**config.mk**
```make
export PLATFORM = sky130hd
export DESIGN_NAME = pmu_apb_regs
export DESIGN_NICKNAME = d
export VERILOG_FILES = /design/src/design/pmu_bus_pkg.sv /design/src/design/pmu_ctrl_pkg.sv /design/src/design/pmu_apb_regs.sv /design/src/design/pmu_apb_slave.sv /design/src/design/pmu_pulse_stretch.sv /design/src/design/pmu_readback_mux.sv /design/src/design/pmu_reg_bank.sv
export SDC_FILE = /design/constraint.sdc
export NUM_CORES = 1
export LEC_CHECK = 0
export BUFFER_PORTS_ARGS = -buffer_cell sky130_fd_sc_hd__buf_2
export CAP_MARGIN = 10
export CORE_UTILIZATION = 50
export DETAILED_ROUTE_END_ITERATION = 10
export GPL_ROUTABILITY_DRIVEN = 0
export GPL_TIMING_DRIVEN = 0
export PLACE_DENSITY = 0.84
export SYNTH_ARGS = -nofsm -noshare
export SYNTH_HDL_FRONTEND = slang
export SYNTH_SLANG_ARGS = --single-unit
```
**constraint.sdc**
```tcl
create_clock -name pclk -period 2.3 [get_ports pclk]
set_clock_uncertainty 0.2 [all_clocks]
set_input_delay 0.46 -clock pclk [delete_from_list [all_inputs] [get_ports pclk]]
set_output_delay 0.46 -clock pclk [all_outputs]
set_load 0.05 [all_outputs]
```
**src/design/pmu_bus_pkg.sv**
```systemverilog
`default_nettype none

package pmu_bus_pkg;

    localparam int apb_addr_w = 24;
    localparam int apb_data_w = 32;

    typedef logic [apb_addr_w-1:0] apb_addr_t;
    typedef logic [apb_data_w-1:0] apb_data_t;

    // Register map
    localparam apb_addr_t reg_bias_off   = 24'h00;
    localparam apb_addr_t reg_ldo_off    = 24'h04;
    localparam apb_addr_t reg_osc_off    = 24'h08;
    localparam apb_addr_t reg_sw_off     = 24'h0c;
    localparam apb_addr_t reg_wd_off     = 24'h10;
    localparam apb_addr_t reg_adc_off    = 24'h1c;
    localparam apb_addr_t reg_status_off = 24'h28;
    localparam apb_addr_t reg_mode_off   = 24'h40;
    localparam apb_addr_t reg_boot_off   = 24'h58;
    localparam apb_addr_t reg_int_off    = 24'h5c;

    // Request towards the register bank, one cycle per transfer
    typedef struct packed {
        logic      wr;                  // Write strobe, setup cycle only
        logic      rd;                  // Read strobe, setup cycle only
        apb_addr_t addr;
        apb_data_t wdata;
    } reg_req_t;

endpackage

`default_nettype wire

```
**src/design/pmu_ctrl_pkg.sv**
```systemverilog
`default_nettype none

package pmu_ctrl_pkg;

    // Bias, LDO, oscillators, power switches and watchdog
    typedef struct packed {
        logic [2:0] bg_trim;
        logic       en_temp;
        logic [5:0] iref_trim;
        logic       ldo_b_en;
        logic [3:0] ldo_s_vtrim;
        logic [3:0] ldo_b_vtrim;
        logic [6:0] osc32k_trim;
        logic [6:0] osc16m_trim;
        logic       osc16m_en;
        logic       sw_flash_pdn_en;
        logic       sw_flash_en;
        logic       sw_core_pdn_en;
        logic       sw_core_en;
        logic [1:0] wd_tsel;
        logic       wd_clrn;
    } analog_cfg_t;

    // Field order matches bits 14:0 of the ADC register
    typedef struct packed {
        logic       clk_sel;
        logic [3:0] ch_mux;
        logic [5:0] sample_cnt;
        logic       trigger;
        logic       mode;
        logic       en;
        logic       reg_sel;
    } adc_ctrl_t;

    typedef struct packed {
        logic [3:0] lpmd_sel;
        logic       suspend;
        logic       sleep;
    } pmu_mode_t;

    typedef struct packed {
        logic [2:0] soft_rst;
        logic [1:0] boot_sel;
    } boot_ctrl_t;

    typedef struct packed {
        logic        clr_en;            // Not visible in the read word
        logic [3:0]  clr;
        logic [11:0] trg;
        logic [3:0]  msk;
    } irq_ctrl_t;

    typedef struct packed {
        logic        ldo12_ready;
        logic        ldo_if_ready;
        logic        osc32k_ready;
        logic        osc16m_ready;
        logic [11:0] adc_data;
        logic [3:0]  int_sta;
    } pmu_status_t;

    localparam analog_cfg_t analog_cfg_rst = '{
        bg_trim: 3'h4, en_temp: 1'b0, iref_trim: 6'h28,
        ldo_b_en: 1'b1, ldo_s_vtrim: 4'hc, ldo_b_vtrim: 4'h8,
        osc32k_trim: 7'h54, osc16m_trim: 7'h59, osc16m_en: 1'b1,
        sw_flash_pdn_en: 1'b0, sw_flash_en: 1'b1,
        sw_core_pdn_en: 1'b0, sw_core_en: 1'b1,
        wd_tsel: 2'h1, wd_clrn: 1'b0
    };

    localparam adc_ctrl_t adc_ctrl_rst = '{
        clk_sel: 1'b0, ch_mux: 4'h0, sample_cnt: 6'h1, trigger: 1'b0,
        mode: 1'b0, en: 1'b0, reg_sel: 1'b0
    };

    localparam pmu_mode_t  pmu_mode_rst  = '{lpmd_sel: 4'h4, suspend: 1'b0, sleep: 1'b0};
    localparam boot_ctrl_t boot_ctrl_rst = '{soft_rst: 3'h4, boot_sel: 2'h0};
    localparam irq_ctrl_t  irq_ctrl_rst  = '0;

    localparam int adc_trig_cycles = 3;

endpackage

`default_nettype wire

```
**src/design/pmu_apb_regs.sv**
```systemverilog
`timescale 1ns/1ps
`default_nettype none

module pmu_apb_regs (
    input  wire logic                               pclk,
    input  wire logic                               prstn,
    input  wire logic                               psel,
    input  wire logic                               penable,
    input  wire logic                               pwrite,
    input  wire logic [pmu_bus_pkg::apb_addr_w-1:0] paddr,
    input  wire logic [pmu_bus_pkg::apb_data_w-1:0] pwdata,
    output logic      [pmu_bus_pkg::apb_data_w-1:0] prdata,
    output logic                                    pready,
    input  pmu_ctrl_pkg::pmu_status_t               status,
    output pmu_ctrl_pkg::analog_cfg_t               analog_cfg,
    output pmu_ctrl_pkg::adc_ctrl_t                 adc_ctrl,
    output pmu_ctrl_pkg::pmu_mode_t                 pmu_mode,
    output pmu_ctrl_pkg::boot_ctrl_t                boot_ctrl,
    output pmu_ctrl_pkg::irq_ctrl_t                 irq_ctrl
);

    import pmu_bus_pkg::*;
    import pmu_ctrl_pkg::*;

    reg_req_t              req;
    logic [apb_data_w-1:0] rdata;
    adc_ctrl_t             bank_adc;
    logic                  adc_trig_raw;
    logic                  adc_trig;

    pmu_apb_slave u_apb_slave (
        .pclk    (pclk),
        .prstn   (prstn),
        .psel    (psel),
        .penable (penable),
        .pwrite  (pwrite),
        .paddr   (paddr),
        .pwdata  (pwdata),
        .rdata   (rdata),
        .req     (req),
        .prdata  (prdata),
        .pready  (pready)
    );

    pmu_reg_bank u_reg_bank (
        .pclk         (pclk),
        .prstn        (prstn),
        .req          (req),
        .analog       (analog_cfg),
        .adc          (bank_adc),
        .mode         (pmu_mode),
        .boot         (boot_ctrl),
        .irq          (irq_ctrl),
        .adc_trig_raw (adc_trig_raw)
    );

    pmu_pulse_stretch #(
        .cycles (adc_trig_cycles)
    ) u_trig_stretch (
        .pclk      (pclk),
        .prstn     (prstn),
        .pulse_in  (adc_trig_raw),
        .pulse_out (adc_trig)
    );

    pmu_readback_mux u_readback (
        .addr   (req.addr),
        .analog (analog_cfg),
        .adc    (bank_adc),
        .mode   (pmu_mode),
        .boot   (boot_ctrl),
        .irq    (irq_ctrl),
        .status (status),
        .rdata  (rdata)
    );

    always_comb
    begin
        adc_ctrl         = bank_adc;
        adc_ctrl.trigger = adc_trig;  // ADC sees the stretched trigger
    end

endmodule

`default_nettype wire

```
**src/design/pmu_apb_slave.sv**
```systemverilog
`timescale 1ns/1ps
`default_nettype none

module pmu_apb_slave (
    input  wire logic                                pclk,
    input  wire logic                                prstn,
    input  wire logic                                psel,
    input  wire logic                                penable,
    input  wire logic                                pwrite,
    input  wire logic [pmu_bus_pkg::apb_addr_w-1:0]  paddr,
    input  wire logic [pmu_bus_pkg::apb_data_w-1:0]  pwdata,
    input  wire logic [pmu_bus_pkg::apb_data_w-1:0]  rdata,
    output pmu_bus_pkg::reg_req_t                    req,
    output logic      [pmu_bus_pkg::apb_data_w-1:0]  prdata,
    output logic                                     pready
);

    import pmu_bus_pkg::*;

    logic setup;

    assign setup = psel && !penable;  // Setup phase of a transfer

    always_comb
    begin
        req.wr    = setup && pwrite;
        req.rd    = setup && !pwrite;
        req.addr  = paddr;
        req.wdata = pwdata;
    end

    // Read word is captured at the end of setup and held for the access phase
    always_ff @(posedge pclk or negedge prstn)
    begin
        if (!prstn)
            prdata <= '0;
        else if (req.rd)
            prdata <= rdata;
    end

    assign pready = 1'b1;             // Zero wait states

    property p_access_after_setup;
        @(posedge pclk) disable iff (!prstn)
        $rose(penable) |-> $past(psel && !penable);
    endproperty

    a_access_after_setup: assert property (p_access_after_setup)
        else $error("penable raised without a preceding setup cycle");

endmodule

`default_nettype wire

```
**src/design/pmu_pulse_stretch.sv**
```systemverilog
`timescale 1ns/1ps
`default_nettype none

module pmu_pulse_stretch #(
    parameter int cycles = pmu_ctrl_pkg::adc_trig_cycles
) (
    input  wire logic pclk,
    input  wire logic prstn,
    input  wire logic pulse_in,
    output logic      pulse_out
);

    import pmu_ctrl_pkg::*;

    logic [cycles-1:0] hist;          // Past samples of pulse_in, newest in bit 0

    always_ff @(posedge pclk or negedge prstn)
    begin
        if (!prstn)
            hist <= '0;
        else
        begin
            hist[0] <= pulse_in;
            for (int i = 1; i < cycles; i++)
                hist[i] <= hist[i-1];
        end
    end

    assign pulse_out = |hist;

    // A quiet input for the full window must leave the output low
    a_stretch_len: assert property (
        @(posedge pclk) disable iff (!prstn) !pulse_in [*cycles] |=> !pulse_out)
        else $error("stretched pulse longer than %0d cycles", cycles);

endmodule

`default_nettype wire

```
**src/design/pmu_readback_mux.sv**
```systemverilog
`timescale 1ns/1ps
`default_nettype none

module pmu_readback_mux (
    input  wire logic [pmu_bus_pkg::apb_addr_w-1:0] addr,
    input  pmu_ctrl_pkg::analog_cfg_t                analog,
    input  pmu_ctrl_pkg::adc_ctrl_t                  adc,
    input  pmu_ctrl_pkg::pmu_mode_t                  mode,
    input  pmu_ctrl_pkg::boot_ctrl_t                 boot,
    input  pmu_ctrl_pkg::irq_ctrl_t                  irq,
    input  pmu_ctrl_pkg::pmu_status_t                status,
    output logic      [pmu_bus_pkg::apb_data_w-1:0] rdata
);

    import pmu_bus_pkg::*;
    import pmu_ctrl_pkg::*;

    always_comb
    begin
        case (addr)
            reg_bias_off:
                rdata = {22'h0, analog.bg_trim, analog.en_temp, analog.iref_trim};
            reg_ldo_off:
                rdata = {23'h0, analog.ldo_b_en, analog.ldo_s_vtrim, analog.ldo_b_vtrim};
            reg_osc_off:
                rdata = {17'h0, analog.osc32k_trim, analog.osc16m_trim, analog.osc16m_en};
            reg_sw_off:
                rdata = {28'h0, analog.sw_flash_pdn_en, analog.sw_flash_en,
                         analog.sw_core_pdn_en, analog.sw_core_en};
            reg_wd_off:
                rdata = {29'h0, analog.wd_tsel, analog.wd_clrn};
            reg_adc_off:
                rdata = {17'h0, adc};                     // Trigger shows the raw bit
            reg_status_off:
                rdata = {16'h0, status.ldo12_ready, status.ldo_if_ready,
                         status.osc32k_ready, status.osc16m_ready, status.adc_data};
            reg_mode_off:
                rdata = {26'h0, mode};
            reg_boot_off:
                rdata = {27'h0, boot};
            reg_int_off:
                rdata = {4'h0, status.int_sta, 4'h0, irq.clr, irq.trg, irq.msk};
            default:
                rdata = '0;
        endcase
    end

endmodule

`default_nettype wire

```
**src/design/pmu_reg_bank.sv**
```systemverilog
`timescale 1ns/1ps
`default_nettype none

module pmu_reg_bank (
    input  wire logic               pclk,
    input  wire logic               prstn,
    input  pmu_bus_pkg::reg_req_t   req,
    output pmu_ctrl_pkg::analog_cfg_t analog,
    output pmu_ctrl_pkg::adc_ctrl_t   adc,
    output pmu_ctrl_pkg::pmu_mode_t   mode,
    output pmu_ctrl_pkg::boot_ctrl_t  boot,
    output pmu_ctrl_pkg::irq_ctrl_t   irq,
    output logic                      adc_trig_raw
);

    import pmu_bus_pkg::*;
    import pmu_ctrl_pkg::*;

    logic wr_bias;
    logic wr_ldo;
    logic wr_osc;
    logic wr_sw;
    logic wr_wd;
    logic wr_adc;
    logic wr_mode;
    logic wr_boot;
    logic wr_int;

    assign wr_bias = req.wr && (req.addr == reg_bias_off);
    assign wr_ldo  = req.wr && (req.addr == reg_ldo_off);
    assign wr_osc  = req.wr && (req.addr == reg_osc_off);
    assign wr_sw   = req.wr && (req.addr == reg_sw_off);
    assign wr_wd   = req.wr && (req.addr == reg_wd_off);
    assign wr_adc  = req.wr && (req.addr == reg_adc_off);
    assign wr_mode = req.wr && (req.addr == reg_mode_off);
    assign wr_boot = req.wr && (req.addr == reg_boot_off);
    assign wr_int  = req.wr && (req.addr == reg_int_off);

    always_ff @(posedge pclk or negedge prstn)
    begin
        if (!prstn)
        begin
            analog <= analog_cfg_rst;
            adc    <= adc_ctrl_rst;
            mode   <= pmu_mode_rst;
            boot   <= boot_ctrl_rst;
            irq    <= irq_ctrl_rst;
        end
        else
        begin
            // Write-to-pulse fields drop back unless written this cycle
            adc.trigger  <= 1'b0;
            mode.suspend <= 1'b0;
            mode.sleep   <= 1'b0;
            irq.clr_en   <= 1'b0;

            if (wr_bias)
            begin
                analog.bg_trim   <= req.wdata[9:7];
                analog.en_temp   <= req.wdata[6];
                analog.iref_trim <= req.wdata[5:0];
            end
            if (wr_ldo)
            begin
                analog.ldo_b_en    <= req.wdata[8];
                analog.ldo_s_vtrim <= req.wdata[7:4];
                analog.ldo_b_vtrim <= req.wdata[3:0];
            end
            if (wr_osc)
            begin
                analog.osc32k_trim <= req.wdata[14:8];
                analog.osc16m_trim <= req.wdata[7:1];
                analog.osc16m_en   <= req.wdata[0];
            end
            if (wr_sw)
            begin
                analog.sw_flash_pdn_en <= req.wdata[3];
                analog.sw_flash_en     <= req.wdata[2];
                analog.sw_core_pdn_en  <= req.wdata[1];
                analog.sw_core_en      <= req.wdata[0];
            end
            if (wr_wd)
            begin
                analog.wd_tsel <= req.wdata[2:1];
                analog.wd_clrn <= req.wdata[0];
            end
            if (wr_adc)
            begin
                adc.clk_sel    <= req.wdata[14];
                adc.ch_mux     <= req.wdata[13:10];
                adc.sample_cnt <= req.wdata[9:4];
                adc.trigger    <= req.wdata[3];
                adc.mode       <= req.wdata[2];
                adc.en         <= req.wdata[1];
                adc.reg_sel    <= req.wdata[0];
            end
            if (wr_mode)
            begin
                mode.lpmd_sel <= req.wdata[5:2];
                mode.suspend  <= req.wdata[1];
                mode.sleep    <= req.wdata[0];
            end
            if (wr_boot)
            begin
                boot.soft_rst <= req.wdata[4:2];
                boot.boot_sel <= req.wdata[1:0];
            end
            if (wr_int)
            begin
                irq.clr_en <= |req.wdata[19:16];  // Only a non-zero clear request
                irq.clr    <= req.wdata[19:16];
                irq.trg    <= req.wdata[15:4];
                irq.msk    <= req.wdata[3:0];
            end
        end
    end

    assign adc_trig_raw = adc.trigger;

    // Pulse fields are one cycle long only for a single-cycle write strobe
    a_wr_strobe_single: assert property (
        @(posedge pclk) disable iff (!prstn) req.wr |=> !req.wr)
        else $error("write strobe held for more than one cycle");

endmodule

`default_nettype wire

```
=== Word-level counts from Yosys, hierarchy flattened ===
Index checks and enable logic that the tools add are counted.

* Muxes and demuxes: 4
* Reduce and logical (&&, ||, !) cells: 17
* Equal/unequal tests: 9

{| class="wikitable"
|+ Operators by type and width
! cell !! number
|-
| one-hot mux 28 bit (10 select lines) || 1
|-
| equality test 24 x 7 -> 1 bit (second input constant) || 3
|-
| equality test 24 x 4 -> 1 bit (second input constant) || 2
|-
| equality test 24 x 5 -> 1 bit (second input constant) || 2
|-
| equality test 24 x 3 -> 1 bit (second input constant) || 1
|-
| equality test 24 x 6 -> 1 bit (second input constant) || 1
|-
| zero test 24 bit || 1
|-
| 2-to-1 mux 21 bit || 1
|-
| logical AND 1 bit || 12
|-
| 2-to-1 mux 4 bit || 1
|-
| OR reduction 4 bit || 1
|-
| OR reduction 3 bit || 1
|-
| zero test 1 bit || 2
|-
| 2-to-1 mux 2 bit || 1
|}

* Bits in registers: 123

=== Longest topological paths before layout ===
* Word-level depth: 5
* Gate-level depth with buffers: 8

=== Hierarchy ===
From an unflattened synthesis, not the netlist that was laid out.

* Cell total of the unflattened synthesis: 536
* Area, all modules: 6550.0 um2

{| class="wikitable"
|+ Modules (own cells, without submodules)
! module !! area each (um2) !! times used !! cells an instance !! sequential area each (um2)
|-
| pmu_reg_bank || 3545.9 || 1 || 215 || 2228.4
|-
| pmu_apb_slave || 1655.3 || 1 || 127 || 800.8
|-
| pmu_readback_mux || 1260.0 || 1 || 189 || 0.0
|-
| pmu_pulse_stretch || 81.3 || 1 || 4 || 75.1
|-
| pmu_apb_regs || 7.5 || 1 || 1 || 0.0
|}

=== Worst setup path after synthesis ===
Ideal clock, no wire load.

* Path kind: input to register
* Start: input port paddr[3] (netlist bit)
* End: register u_reg_bank.irq[0] (netlist name)
* Data required time: 1.975 ns
* Path buffers: 3
* Stages on the path: 7
* Path slack: -0.112 ns
* Data arrival time: 2.087 ns
* Path through: buf_2 > and4bb_2 > buf_2 > nand4_2 > nor3_4 > buf_4 > mux2_2

* Word-level cells in the longest chain between the ends: 2

{| class="wikitable"
|+ Ends and longest elaborated chain
! item !! line !! RTL
|-
| from (decl) || pmu_apb_regs.sv:10 || <nowiki>input wire logic [pmu_bus_pkg::apb_addr_w-1:0] paddr,</nowiki>
|-
| equality test 24 x 7 -> 1 bit || pmu_reg_bank.sv:37 || <nowiki>assign wr_int = req.wr && (req.addr == reg_int_off);</nowiki>
|-
| logical AND 1 bit || pmu_reg_bank.sv:37 ||
|}

Every way passes these cells.
A chain may end at the register's enable or synchronous reset.

=== Worst setup path after layout ===
* Start: input port paddr[23] (netlist bit)
* End: register u_apb_slave.prdata[1] (netlist bit)

* Word-level cells in the longest chain between the ends: 2
* Elaborated cells on any way between the ends: 11
* Classes of those cells: eq/ne (9); mux (1); reduce/logical (1)

{| class="wikitable"
|+ Ends and longest elaborated chain
! item !! line !! RTL
|-
| equality test 24 x 7 -> 1 bit, or another cell as far along || pmu_readback_mux.sv:20 || <nowiki>case (addr)</nowiki>
|-
| one-hot mux 28 bit (10 select lines) (*) || pmu_readback_mux.sv:20 ||
|-
| to (signal assigned) || pmu_apb_slave.sv:38 || <nowiki>prdata <= rdata;</nowiki>
|-
| to (decl) || pmu_apb_slave.sv:14 || <nowiki>output logic [pmu_bus_pkg::apb_data_w-1:0] prdata,</nowiki>
|}

Mark *: on every way between the ends. The rest lies on a longest branch, timed or not.

==> flow_summary.toml <==
[status]
status = "completed"

[floorplanning]
start_util_pct = 51.9
die_h_um = 109
core-area_um2 = 10900
design.die.area_um2 = 11800
die_w_um = 109
ios = 202
rows = 38

[clocking]
cts_tree = "built"
cts_sinks = 115
cts.path.max_buffers = 2
htreeDepth = 4
cts_buffers = 17
cts_root_buf = "clkbuf_16"
clk_latency_ns = 0.42
clk_pin_slew_ns = 0.05

[power]
clock_power_share_pct = 55.5
power_frac_seq_pct = 38.8
vdd_drop_max_v = 0.000547
p_comb_share_pct = 5.7
p_int_mw = 4.12
powerDensity_nw_per_um2 = 677
power.total_mw = 5.23
power_switching_mw = 1.11
p_sw_share_pct = 21.2
leakage_nw = 3.84

[setup_path]
worstPathMaxFanout = 10
endpoint_kind = "flip-flop"
worst-setup-path-type = "in -> reg"
start_kind = "primary input"
arrival_ns = 2.39
cp.required_ns = 2.41

[drt]
drc = 0
detail_route.vias_per_cell = 6.07
wl_per_cell_um = 21.1
first_iter_violations = 470
dr.pass1.iters = 6
drt.antenna.violating_nets = 0
wl_um = 18300
dr_total_vias = 5273

[synth]
yosysTopAreaCellShare_pct = 41.4
synthXorXnorAreaFrac_pct = 0.154
synth_top_family_by_area = "simple AND/OR/NAND/NOR gates"
synth_cell_types = 53
synth_edf_count = 0
synth-seq-area-share_pct = 51.1
netlist_area_um2 = 5680
yosysMostFrequentCell = "dfrtp_1"
synthTopCellsByCount = "dfrtp_1 (94), mux2_2 (69), nand2_1 (55)"
synthArstFlopShare_pct = 100
synthAdderAreaFrac_pct = 0
synth_flop_cell = "dfrtp_1"
synth-compound-area-share_pct = 9.43
synthCells = 492
synth-simple-area-share_pct = 17.3
muxShareOfSynthArea_pct = 17.2
synth_area_leaders = "dfrtp_1 (41%), mux2_2 (14%), dfstp_2 (9.7%)"
synth_seq_cells = 115
synth_top_cell_by_area = "dfrtp_1"
ys_warn_count = 0
synth.avg_cell_area_um2 = 11.5

[timing]
hold_viol_final = 0
drv_slew = 0
fin_hold_ws_ns = 0.0833
fmax_mhz = 440
tightest_slew_ns = 0.725
rsz0062_at_grt = "no"
slew_headroom_pct = 50.4
finalCritPeriodShare_pct = 98.9
final.min_clock_period_ns = 2.27
setup_viol = 0

[placed_design]
dpl.hpwl_um = 12800
port_buffers = 177

[layout]
fillers = 765
num-nets-final = 795
drive_gt1_share_pct = 52.7
area_growth_syn_to_layout_pct = 36.0

[worst_hold_path]
hp-class = "in -> reg"

[grt]
grt_max_degree = 69
antenna_found_initial = 0
grt_pass1_vias = 5239
grt_overflow = 0
grt_pass1_wl_um = 27600
grt_usage_pct = 31.6

[job]
cap_violations = 0
worst max-delay path, stage by stage:
cell and delay (ns):
buf_2 0.12, nor4_4 0.25, buf_4 0.19, nand4_4 0.19
clkbuf_2 0.31, nor4b_1 0.48, a21oi_1 0.11, a32oi_1 0.27
layout make-up:
type	instances	area, um2	area share, %
Tap cell	140	175	2.27
Antenna cell	1	2.50	0.0324
Inverter	17	63.8	0.826
Timing Repair Buffer	196	1070	13.8
Sequential cell	115	2900	37.6
Buffer	36	229	2.96
Clock inverter	10	178	2.30
Multi-Input combinational cell	331	2630	34.1
Clock buffer	22	474	6.14
registers in the layout (all words and copies together), names as in the netlist:
signal / cells
u_reg_bank.analog: 41
u_apb_slave.prdata: 24
u_reg_bank.irq: 21
u_reg_bank.adc: 14
u_reg_bank.mode: 6
u_reg_bank.boot: 5
u_trig_stretch.hist: 3
u_reg_bank.adc_trig_raw: 1
layer usage:
| layer | track usage (%) | vias up | wire length [um] |
|---|---|---|---|
| met5 | 0 | - | 0 |
| met4 | 17.9 | 0 | 876 |
| met3 | 7.96 | 93 | 1700 |
| met2 | 52.0 | 369 | 9060 |
| met1 | 37.8 | 2570 | 6690 |
| li1 | - | 2241 | - |
metrics by stage:
| stage | instance area, um2 | utilization [%] | setup TNS (ns) | setup slack, ns | std cells |
|---|---|---|---|---|---|
| floorplan | 5740 | - | -0.538 | -0.0439 | 499 |
| global placement | 6800 | 62.2 | -112.96 | -0.847 | 816 |
| detailed placement | 6830 | 62.4 | -53.77 | -0.888 | 817 |
| CTS | 7620 | 69.7 | 0 | 0.00652 | 856 |
| global route | 7720 | 70.6 | 0 | 0.000530 | 867 |
| finish | 7720 | 70.6 | 0 | 0.0260 | 868 |
power groups by stage:
stage | Sequential (mW) | Clock [mW] | Combinational, mW
detailed placement | 2.06 | 0 | 0.274
CTS | 2.03 | 2.91 | 0.283
global placement | 2.06 | 0 | 0.260
global route | 2.03 | 3.01 | 0.319
floorplan | 2.06 | 0 | 0.117
finish | 2.03 | 2.90 | 0.298
final timing paths:
| check | startpoint | cells past startpoint | to | slack, ns |
|---|---|---|---|---|
| min | pwdata[14] | 3 | u_reg_bank.analog[21]$_DFFE_PN1P_ | 0.08 |
| max | paddr[23] | 8 | u_apb_slave.prdata[1]$_DFFE_PN0P_ | 0.03 |
| min in group asynchronous | prstn | 2 | u_reg_bank.irq[4]$_DFFE_PN0P_ | 0.41 |
| min reg2reg | u_trig_stretch.hist[1]$_DFF_PN0_ | 0 | u_trig_stretch.hist[2]$_DFF_PN0_ | 0.17 |
| max in group asynchronous | prstn | 3 | u_reg_bank.analog[17]$_DFFE_PN1P_ | 0.70 |
| max reg2reg | u_reg_bank.analog[12]$_DFFE_PN1P_ | 5 | u_apb_slave.prdata[5]$_DFFE_PN0P_ | 0.32 |
cells by family after synthesis:
kind of cell,count (synthesis)
buffers and inverters,53
other,2
flip-flops,115
AND/OR/NAND/NOR,159
AO/OA/AOI/OAI,79
XOR/XNOR,1
multiplexers,83
placed cells by master (no fill, tap or decap), drive strengths merged, types with 5 or more instances in the layout:
cell     instances
nor4            16
a22oi            5
and2             5
a221oi           5
inv             17
buf            219
dfstp           21
o21ai           34
a32oi            7
a2111oi          6
nor2            13
nand3           15
conb             9
dfrtp           94
clkbuf          34
nand2           55
mux2            78
nor3            30
bufinv           5
nand4            6
nand3b           6
a211oi           9
timing repair:
action | CTS | global route
hold endpoints to repair | 37 | 0
buffers inserted | 6 | 11
pin swaps | 4 | 7
resized for setup | 15 | 12
hold buffers | 1 | 0
endpoints found under the setup margin | 62 | 44
gates cloned | 0 | 0
No activity file was read; power rests on OpenSTA's default activity.
